### src/common/lane_config.svh
`ifndef LANE_CONFIG_SVH
`define LANE_CONFIG_SVH

// datapath widths
`define LANE_XLEN 64
`define LANE_HALF 32

// architectural register count
`define LANE_NREGS 16

// instruction format
`define LANE_INSN_W 32
`define LANE_IMM_W 12

`endif

### src/common/lane_pkg.sv
`include "lane_config.svh"

package lane_pkg;

  typedef logic [`LANE_XLEN-1:0] word_t;
  typedef logic [`LANE_HALF-1:0] half_t;
  typedef logic [$clog2(`LANE_NREGS)-1:0] reg_idx_t;

  typedef struct packed {
    logic [3:0]             cond;
    logic [2:0]             op;
    reg_idx_t               rd;
    reg_idx_t               ra;
    reg_idx_t               rb;
    logic                   set_flags;
    logic [`LANE_IMM_W-1:0] imm;
  } insn_t;

  typedef struct packed {
    logic c; // carry out of bit 63
    logic v; // signed overflow
    logic s;
    logic z;
  } flags_t;

  typedef enum logic [2:0] {
    op_add,
    op_sub,
    op_and,
    op_xor,
    op_or,
    op_movi,
    op_addi,
    op_sxt // imm[1:0] picks byte, half, word or bswap
  } op_t;

  typedef enum logic [3:0] {
    cond_eq, cond_ne, cond_cs, cond_cc,
    cond_mi, cond_pl, cond_vs, cond_vc,
    cond_hi, cond_ls, cond_ge, cond_lt,
    cond_gt, cond_le, cond_al, cond_nv
  } cond_t;

endpackage

### src/rtl/lane_decode.sv
`include "lane_config.svh"

module lane_decode
  import lane_pkg::*;
(
  input  logic     clk,
  input  logic     rst,
  input  logic     insn_valid,
  input  insn_t    insn,
  output logic     dec_valid,
  output op_t      dec_op,
  output cond_t    dec_cond,
  output reg_idx_t dec_rd,
  output reg_idx_t dec_ra,
  output reg_idx_t dec_rb,
  output logic     dec_set_flags,
  output word_t    dec_imm
);

  op_t   op_in;
  cond_t cond_in;
  logic  set_flags_in;
  word_t imm_sx;

  assign op_in   = op_t'(insn.op);
  assign cond_in = cond_t'(insn.cond);

  // movi and sxt never touch the flags
  assign set_flags_in = insn.set_flags && !(op_in inside {op_movi, op_sxt});

  assign imm_sx = {{(`LANE_XLEN - `LANE_IMM_W){insn.imm[`LANE_IMM_W-1]}}, insn.imm};

  always_ff @(posedge clk) begin
    if (rst) begin
      dec_valid <= 1'b0;
    end else begin
      dec_valid <= insn_valid; // no stall, every strobe is taken
    end
  end

  // fields hold their value between strobes
  always_ff @(posedge clk) begin
    if (insn_valid) begin
      dec_op        <= op_in;
      dec_cond      <= cond_in;
      dec_rd        <= insn.rd;
      dec_ra        <= insn.ra;
      dec_rb        <= insn.rb;
      dec_set_flags <= set_flags_in;
      dec_imm       <= imm_sx;
    end
  end

endmodule

### src/rtl/lane_execute.sv
`include "lane_config.svh"

module lane_execute
  import lane_pkg::*;
(
  input  logic     clk,
  input  logic     rst,
  input  logic     dec_valid,
  input  op_t      dec_op,
  input  cond_t    dec_cond,
  input  reg_idx_t dec_rd,
  input  reg_idx_t dec_ra,
  input  reg_idx_t dec_rb,
  input  logic     dec_set_flags,
  input  word_t    dec_imm,
  output reg_idx_t ra_idx,
  output reg_idx_t rb_idx,
  input  word_t    ra_data,
  input  word_t    rb_data,
  input  flags_t   cur_flags,
  output logic     ex_valid,
  output reg_idx_t ex_rd,
  output word_t    ex_data,
  output logic     ex_flags_we,
  output flags_t   ex_flags
);

  function automatic logic cond_holds(input cond_t cond, input flags_t f);
    logic ge;
    ge = (f.s == f.v);
    case (cond)
      cond_eq: return f.z;
      cond_ne: return !f.z;
      cond_cs: return f.c;
      cond_cc: return !f.c;
      cond_mi: return f.s;
      cond_pl: return !f.s;
      cond_vs: return f.v;
      cond_vc: return !f.v;
      cond_hi: return f.c && !f.z;
      cond_ls: return !f.c || f.z;
      cond_ge: return ge;
      cond_lt: return !ge;
      cond_gt: return ge && !f.z;
      cond_le: return !ge || f.z;
      cond_al: return 1'b1;
      default: return 1'b0; // nv
    endcase
  endfunction

  logic  cond_ok;
  word_t opb;
  word_t sxt_val;
  logic  cin;
  logic  c32;
  half_t sum_lo;
  half_t lo_res;

  half_t lo_q;
  logic  c32_q;
  half_t a_hi_q;
  half_t b_hi_q;
  op_t   op_q;
  logic  fl_we_q;

  logic  c64;
  half_t sum_hi;
  half_t hi_res;
  logic  is_arith;

  assign ra_idx  = dec_ra;
  assign rb_idx  = dec_rb;
  assign cond_ok = cond_holds(dec_cond, cur_flags);

  always_comb begin
    case (dec_imm[1:0])
      2'd0:    sxt_val = {{56{ra_data[7]}}, ra_data[7:0]};
      2'd1:    sxt_val = {{48{ra_data[15]}}, ra_data[15:0]};
      2'd2:    sxt_val = {{32{ra_data[31]}}, ra_data[31:0]};
      default: sxt_val = {32'b0, ra_data[7:0], ra_data[15:8], ra_data[23:16], ra_data[31:24]};
    endcase
  end

  // second operand, movi and sxt carry their whole result here
  always_comb begin
    case (dec_op)
      op_sub:           opb = ~rb_data;
      op_addi, op_movi: opb = dec_imm;
      op_sxt:           opb = sxt_val;
      default:          opb = rb_data;
    endcase
  end

  assign cin = (dec_op == op_sub);
  assign {c32, sum_lo} = {1'b0, ra_data[`LANE_HALF-1:0]} + {1'b0, opb[`LANE_HALF-1:0]} + cin;

  always_comb begin
    case (dec_op)
      op_and:           lo_res = ra_data[`LANE_HALF-1:0] & opb[`LANE_HALF-1:0];
      op_xor:           lo_res = ra_data[`LANE_HALF-1:0] ^ opb[`LANE_HALF-1:0];
      op_or:            lo_res = ra_data[`LANE_HALF-1:0] | opb[`LANE_HALF-1:0];
      op_movi, op_sxt:  lo_res = opb[`LANE_HALF-1:0];
      default:          lo_res = sum_lo;
    endcase
  end

  always_ff @(posedge clk) begin
    if (rst) begin
      ex_valid <= 1'b0;
    end else begin
      ex_valid <= dec_valid && cond_ok; // failed cond leaves no trace
    end
  end

  always_ff @(posedge clk) begin
    lo_q    <= lo_res;
    c32_q   <= c32;
    a_hi_q  <= ra_data[`LANE_XLEN-1:`LANE_HALF];
    b_hi_q  <= opb[`LANE_XLEN-1:`LANE_HALF];
    op_q    <= dec_op;
    fl_we_q <= dec_set_flags;
    ex_rd   <= dec_rd;
  end

  // upper half, one cycle behind
  assign {c64, sum_hi} = {1'b0, a_hi_q} + {1'b0, b_hi_q} + c32_q;
  assign is_arith = op_q inside {op_add, op_sub, op_addi};

  always_comb begin
    case (op_q)
      op_and:          hi_res = a_hi_q & b_hi_q;
      op_xor:          hi_res = a_hi_q ^ b_hi_q;
      op_or:           hi_res = a_hi_q | b_hi_q;
      op_movi, op_sxt: hi_res = b_hi_q;
      default:         hi_res = sum_hi;
    endcase
  end

  assign ex_data     = {hi_res, lo_q};
  assign ex_flags_we = ex_valid && fl_we_q;

  always_comb begin
    ex_flags.c = is_arith && c64;
    ex_flags.v = is_arith && (a_hi_q[31] == b_hi_q[31]) && (sum_hi[31] != a_hi_q[31]);
    ex_flags.s = hi_res[31];
    ex_flags.z = ~|{hi_res, lo_q};
  end

endmodule

### src/rtl/lane_result.sv
`include "lane_config.svh"

module lane_result
  import lane_pkg::*;
(
  input  logic     clk,
  input  logic     rst,
  input  reg_idx_t ra_idx,
  input  reg_idx_t rb_idx,
  output word_t    ra_data,
  output word_t    rb_data,
  output flags_t   cur_flags,
  input  logic     ex_valid,
  input  reg_idx_t ex_rd,
  input  word_t    ex_data,
  input  logic     ex_flags_we,
  input  flags_t   ex_flags,
  output logic     wb_valid,
  output reg_idx_t wb_reg,
  output word_t    wb_data,
  output logic     wb_flags_valid,
  output flags_t   wb_flags
);

  word_t  regs [`LANE_NREGS];
  flags_t flags_q;

  // reads see only what has committed, no bypass
  assign ra_data   = regs[ra_idx];
  assign rb_data   = regs[rb_idx];
  assign cur_flags = flags_q;

  always_ff @(posedge clk) begin
    if (rst) begin
      for (int i = 0; i < `LANE_NREGS; i++) begin
        regs[i] <= '0;
      end
      flags_q <= '0;
    end else begin
      if (ex_valid) begin
        regs[ex_rd] <= ex_data;
      end
      if (ex_flags_we) begin
        flags_q <= ex_flags;
      end
    end
  end

  always_ff @(posedge clk) begin
    if (rst) begin
      wb_valid       <= 1'b0;
      wb_flags_valid <= 1'b0;
    end else begin
      wb_valid       <= ex_valid;
      wb_flags_valid <= ex_flags_we;
    end
  end

  // writeback mirror of the commit
  always_ff @(posedge clk) begin
    wb_reg   <= ex_rd;
    wb_data  <= ex_data;
    wb_flags <= ex_flags;
  end

endmodule

### src/rtl/exec_lane.sv
module exec_lane
  import lane_pkg::*;
(
  input  logic     clk,
  input  logic     rst,
  input  logic     insn_valid,
  input  insn_t    insn,
  output logic     wb_valid,
  output reg_idx_t wb_reg,
  output word_t    wb_data,
  output logic     wb_flags_valid,
  output flags_t   wb_flags
);

  logic     dec_valid;
  op_t      dec_op;
  cond_t    dec_cond;
  reg_idx_t dec_rd;
  reg_idx_t dec_ra;
  reg_idx_t dec_rb;
  logic     dec_set_flags;
  word_t    dec_imm;

  reg_idx_t ra_idx;
  reg_idx_t rb_idx;
  word_t    ra_data;
  word_t    rb_data;
  flags_t   cur_flags;

  logic     ex_valid;
  reg_idx_t ex_rd;
  word_t    ex_data;
  logic     ex_flags_we;
  flags_t   ex_flags;

  lane_decode i_decode (
    .clk, .rst, .insn_valid, .insn,
    .dec_valid, .dec_op, .dec_cond, .dec_rd, .dec_ra, .dec_rb, .dec_set_flags, .dec_imm
  );

  lane_execute i_execute (
    .clk, .rst,
    .dec_valid, .dec_op, .dec_cond, .dec_rd, .dec_ra, .dec_rb, .dec_set_flags, .dec_imm,
    .ra_idx, .rb_idx, .ra_data, .rb_data, .cur_flags,
    .ex_valid, .ex_rd, .ex_data, .ex_flags_we, .ex_flags
  );

  lane_result i_result (
    .clk, .rst,
    .ra_idx, .rb_idx, .ra_data, .rb_data, .cur_flags,
    .ex_valid, .ex_rd, .ex_data, .ex_flags_we, .ex_flags,
    .wb_valid, .wb_reg, .wb_data, .wb_flags_valid, .wb_flags
  );

endmodule

### config.mk
export PLATFORM = sky130hd
export DESIGN_NAME = exec_lane
export DESIGN_NICKNAME = d
export VERILOG_FILES = /design/src/common/lane_pkg.sv /design/src/rtl/lane_decode.sv /design/src/rtl/lane_execute.sv /design/src/rtl/lane_result.sv /design/src/rtl/exec_lane.sv
export VERILOG_INCLUDE_DIRS = /design/src /design/src/common
export SDC_FILE = /design/constraint.sdc
export NUM_CORES = 2
export LEC_CHECK = 0
export BUFFER_PORTS_ARGS = -buffer_cell sky130_fd_sc_hd__clkbuf_2
export CAP_MARGIN = 20
export CORE_MARGIN = 2
export CORE_UTILIZATION = 35
export DETAILED_ROUTE_END_ITERATION = 16
export PLACE_DENSITY = 0.59
export SETUP_SLACK_MARGIN = 0.15
export SYNTH_ARGS = -nofsm -noshare
export SYNTH_HDL_FRONTEND = slang
export SYNTH_SLANG_ARGS = --single-unit
### constraint.sdc
create_clock -name clk -period 10.9 [get_ports clk]
set_input_delay 1.635 -clock clk [delete_from_list [all_inputs] [get_ports clk]]
set_output_delay 1.635 -clock clk [all_outputs]
set_load 0.005 [all_outputs]
* Yosys cells after proc, flatten, opt, wreduce, memory -nomap -nowiden *
Memories as Yosys holds them, arrays and structs flattened. A register that Yosys moved wholly into a read port is not among the register bits.
Index checks and enable logic that the tools add are counted.

word-level totals
  flip-flop bits (word level) = 217
  bits in writable memories = 1024
  output and inout bits = 74
  word-level logic and storage cells = 117
  memories = 1

operators by class
  add/sub/neg operators = 4
  equal/unequal tests = 35
  muxes and demuxes = 15
  bitwise operators = 7
  reductions and logical operators = 27

memories
  memory         depth  bits a word  rd ports  clocked after memory_dff  wr ports  line               source
  i_result.regs  16     64           2         2                         16        lane_result.sv:25  word_t regs [`LANE_NREGS];

operator list
  cell                                           number
  case mux 64 bit (3 select lines)               2
  case mux 32 bit (4 select lines)               2
  OR reduction 64 bit                            2
  adder 32 x 32 -> 33 bit                        2
  adder 33 x 1 -> 33 bit                         2
  AND 32 bit                                     2
  2-to-1 mux 64 bit                              1
  inverter 64 bit                                1
  bitwise OR 32 bit                              2
  XOR 32 bit                                     2
  == test 3 bit, second input constant           10
  == test 4 bit, second input constant           7
  == test 4 x 3 -> 1 bit, second input constant  4
  case mux 1 bit (15 select lines)               1
  == test 3 x 2 -> 1 bit, second input constant  4
  2-to-1 mux 4 bit                               3
  == test 4 x 2 -> 1 bit, second input constant  2
  logical AND 1 bit                              8
  logical NOT 1 bit                              7
  == test 3 x 1 -> 1 bit, second input constant  2
  2-to-1 mux 1 bit                               6
  OR reduction 2 bit                             3
  == test 4 x 1 -> 1 bit, second input constant  1
  logical NOT 4 bit                              1
  other kinds (9)                                11

* Longest topological paths before layout *
  depth after elaboration = 6
  mapped depth = 25
  depth with buffers taken out = 20

* Hierarchy *
A second synthesis with hierarchy kept.

unflattened totals
  cells, all modules = 5266
  area total of the unflattened synthesis = 68303.0 um2

by module, submodules not included
  module        instances  cells an instance  area each (um2)  sequential area each (um2)
  lane_result   1          3426               54577.3          32311.0
  lane_execute  1          1753               12329.3          2122.0
  lane_decode   1          87                 1396.3           980.9

* Worst setup path before layout *
Ideal clock, no wire load.

  path type = reg2reg
  start = reg with a tool-made name
  end = reg i_execute.lo_q[31]
  setup time = 0.127 ns
  arrival = 5.093 ns
  required time = 10.773 ns
  setup slack = 5.680 ns
  stages on the path, launching flop included = 24
  path buffers = 3
  path through = dfxtp_1 buf_2 clkbuf_1 buf_1 mux4_2 mux4_2 nand2_1 o21ai_1 nand2_1 o311ai_1 o21ai_1 o21ai_1 a21o_1 ha_1 and3_1 a221oi_1 nor2_1 a211oi_1 a21oi_1 o211ai_1 a31oi_1 o21ai_0 o21ai_1 or3_1

RTL lines
  item                  line                 source
  end signal, assigned  lane_execute.sv:116  lo_q <= lo_res;
  end, declared         lane_execute.sv:59   half_t lo_q;

==> results.md <==
- Status: complete, no violations
- Max VDD drop: 0.0001484 V
- Power density cells: 187.1 nW/um^2
- Cells after Synth: 4,906
- Biggest regs: i_result.regs x1024, i_result.wb_data x64
- Main flop type after synthesis: edfxtp_1
- Critical Path Source Type: register
- # DRC: 0
- Core area: 189,800 um^2
- Dominant cells by area after synthesis: edfxtp_1, mux4_2, dfxtp_1
- Worst min path class: reg2reg
- Max-slew violation count: 0
- Final Power: 0.01386 W
- Sinks on Clock Net: 1,248
- FF-to-FF path depth: 21
- LEAKAGE: 28.41 nW
- Max Freq: 142.0 MHz
- Layout area overhead: 11.12%
- Post-CTS Hold Fix Bufs: 0
- Largest net degree at the start of global routing: 133
- First-pass DRT Iterations: 6
- Die H: 440.5 um
- CP Max Fanout: 36
- Routed Antenna Nets: 0
- Capture point of the worst reg-to-reg path: i_execute.lo_q[31]$_DFF_P_
- Crit share post-route: 64.60%
- Share of the synthesized area in the top cell type: 47.56%
- CTS tree: built
- Unrepaired setup endpoints after global routing: false
- Worst-Skew Late Latency: 0.81 ns
- Non-filler cells, final: 7,423
- Max incr delay on CP: 0.81 ns
- Starting Density: between 30% and 40%
- Post-Synthesis Cell Area: 66,670 um^2
- Mapped Nets: slightly above 5,000
- HPWL after DPL: 122.8 mm
- H-tree depth: 4
- Final hold slack: 0.3387 ns
- Final WL: about 220 mm
- Num CTS Buffers: 137
- Cell with the most instances after synthesis: edfxtp_1
- Top-level I/O count: 109
- Yosys reg bits: 1,248
- Std cell rows: 160
- Max reg flops: 1,024
- CP max stage cell: dfxtp_4
- Fillers: 17,700
- Worst Max-Slew Pin Slew: 1.156 ns
- CP dominant cell by count: o21ai_1
- WS Path Type: reg2reg
- Max Buffers Root-to-Sink: 3
- Part of the Yosys area used for sequential elements: 53.33%
- DIE AREA: 194,000 um^2
- Crit end category: register
- R2r setup slk: 3.86 ns
- Top cell type by total area after synthesis: edfxtp_1
- Vias in the first global route: 44,310
- Total congestion overflow: 0
- Area occupied by multi-input gates: 28,750 um^2
- Slew Limit Headroom: a little under a quarter
- Worst Path Arrival: 7.71 ns
- Placer Congestion: 0.9267
- Setup Fix Bufs, Post-CTS: 0
- Final nets: 4,964
- Hold_sp: i_decode.dec_rd[0]$_DFFE_PP_
- Placed Area: 69,630 um^2
- Routed length per instance: 29.25 um
- CP required: 11.57 ns
- Die Width: around 440 um
- Cell Chain, Critical Path: buf_4 > mux4_2 > mux2i_1 > mux2_2 > inv_1 > nor2_1 > o311ai_1 > o21ai_1 > o21ai_1 > a21o_1 > ha_1 > and3_1 > a221oi_1 > nor2_1 > a211oi_1 > a21oi_1 > o211ai_1 > a31oi_1 > o21ai_0 > o21ai_1 > or3_1
- Avg Vias per Cell: between 6 and 7
- Unique masters post-synth: 82
- Total negative slack: 0 ns
- DR vias: 44,550
- Finished Cell Area: 74,090 um^2
- Clk slew on worst S/H paths: 0.07 ns
- Max_cap viols: 0
- Share of cells above drive strength 1: between 20% and 30%
- Final hold violations: 0
- Yosys warns: 0
- First DRT Iteration DRCs: between 5,000 and 6,000
- Most frequent cells after synthesis: edfxtp_1, nor2_1, mux4_2, and3_1, clkbuf_1
- CTS root buffer: clkbuf_16
- I/O Buffers: 108
- Register area: around 36,000 um^2
- Setup violations, final: 0
- First-pass GRT wire length: 314.3 mm
- FFs w/ async S/R, synth: 0%
- Tot GR Track Use: 22.19%
- Syn avg cell area: ~14 um^2
- Initial antenna violation count: 5
- Hold Path Stages: 0
- Placed insts: 7,167
- Min-Delay Endpoint: i_execute.ex_rd[0]$_DFF_P_
- CTS resizes: 0
- Post-synth EDFFs: between 1,000 and 1,500
- Worst Skew: 0.03593 ns
- Fin crit period: 7.041 ns
- Biggest register: i_result.regs
-- worst max-delay path by stage --
stage / from / endpoint / slack [ns] / cells after the start
6_report: register / i_execute.lo_q[31]$_DFF_P_ / 3.86 / 21
5_1_grt: register / i_execute.lo_q[31]$_DFF_P_ / 3.19 / 21
4_1_cts: register / i_execute.lo_q[31]$_DFF_P_ / 3.79 / 21
3_5_place_dp: register / i_execute.lo_q[31]$_DFF_P_ / 3.78 / 21
3_3_place_gp: register / i_execute.lo_q[31]$_DFF_P_ / 3.79 / 21
2_1_floorplan: register / i_execute.lo_q[31]$_DFF_P_ / 5.68 / 23
-- layout by cell type, fill, tap and decap left out, types with 42 or more instances in the layout --
| cell type | instances |
|---|---|
| nand2_1 | 134 |
| o21ai_0 | 91 |
| clkbuf_2 | 107 |
| o22a_1 | 42 |
| nor2_1 | 655 |
| and2_1 | 143 |
| o22ai_1 | 55 |
| clkbuf_16 | 139 |
| ha_1 | 128 |
| edfxtp_1 | 1056 |
| inv_1 | 170 |
| and3_1 | 394 |
| mux4_2 | 637 |
| dfxtp_1 | 182 |
| buf_4 | 118 |
| a21o_1 | 43 |
| a21oi_1 | 154 |
-- through the flow --
stage | setup WS [ns] | util, %
5_1_grt | 3.194 | 39.03
2_1_floorplan | 5.680 | -
4_1_cts | 3.786 | 39.03
3_3_place_gp | 3.787 | 36.69
6_report | 3.859 | 39.04
3_5_place_dp | 3.783 | 36.69
-- critical path: cells and delay by family, from the launching register on --
kind	cells	cell delay (ns)
AO/OA/AOI/OAI	11	2.42
adder cells (fa/ha/maj)	1	0.37
buffers and inverters	2	0.82
flip-flops	1	0.81
multiplexers	3	1.03
AND/OR/NAND/NOR	4	1.41
-- kinds of logic (layout without fill, tap and decap cells) --
kind of cell | after synthesis | count (layout) | share of synthesized area (%)
AO/OA/AOI/OAI | 616 | 616 | 5.977
AND/OR/NAND/NOR | 1515 | 1515 | 11.20
multiplexers | 687 | 687 | 22.34
XOR/XNOR | 49 | 49 | 0.6437
buffers and inverters | 659 | 662 | 3.986
other | 0 | 3 | 0
flip-flops | 1248 | 1248 | 53.33
adder cells (fa/ha/maj) | 132 | 132 | 2.522
-- report_power, final --
group / leakage, nW / internal, W / total [W] / switching (W)
Clock: 2.15 / 0.00262 / 0.00467 / 0.00205
Sequential: 12.5 / 0.00554 / 0.00606 / 0.000522
Combinational: 13.8 / 0.00124 / 0.00313 / 0.00189
Total: 28.4 / 0.00940 / 0.0139 / 0.00447
-- cell type report --
| type | count | area share (%) |
|---|---|---|
| Antenna cell | 3 | 0.01013 |
| Inverter | 182 | 0.9221 |
| Timing Repair Buffer | 229 | 2.006 |
| Multi-Input combinational cell | 2999 | 38.80 |
| Clock inverter | 72 | 0.9812 |
| Clock buffer | 179 | 5.006 |
| Sequential cell | 1248 | 48.03 |
| Tap cell | 2511 | 4.241 |
-- routing by layer --
metal	up-vias	wire length (um)	track usage, %
li1	18650	-	-
met1	23140	85710	30.19
met2	2384	104800	36.46
met3	378	20150	3.462
met4	2	6376	7.046
met5	-	34	0
(Power assumes the default switching activity.)
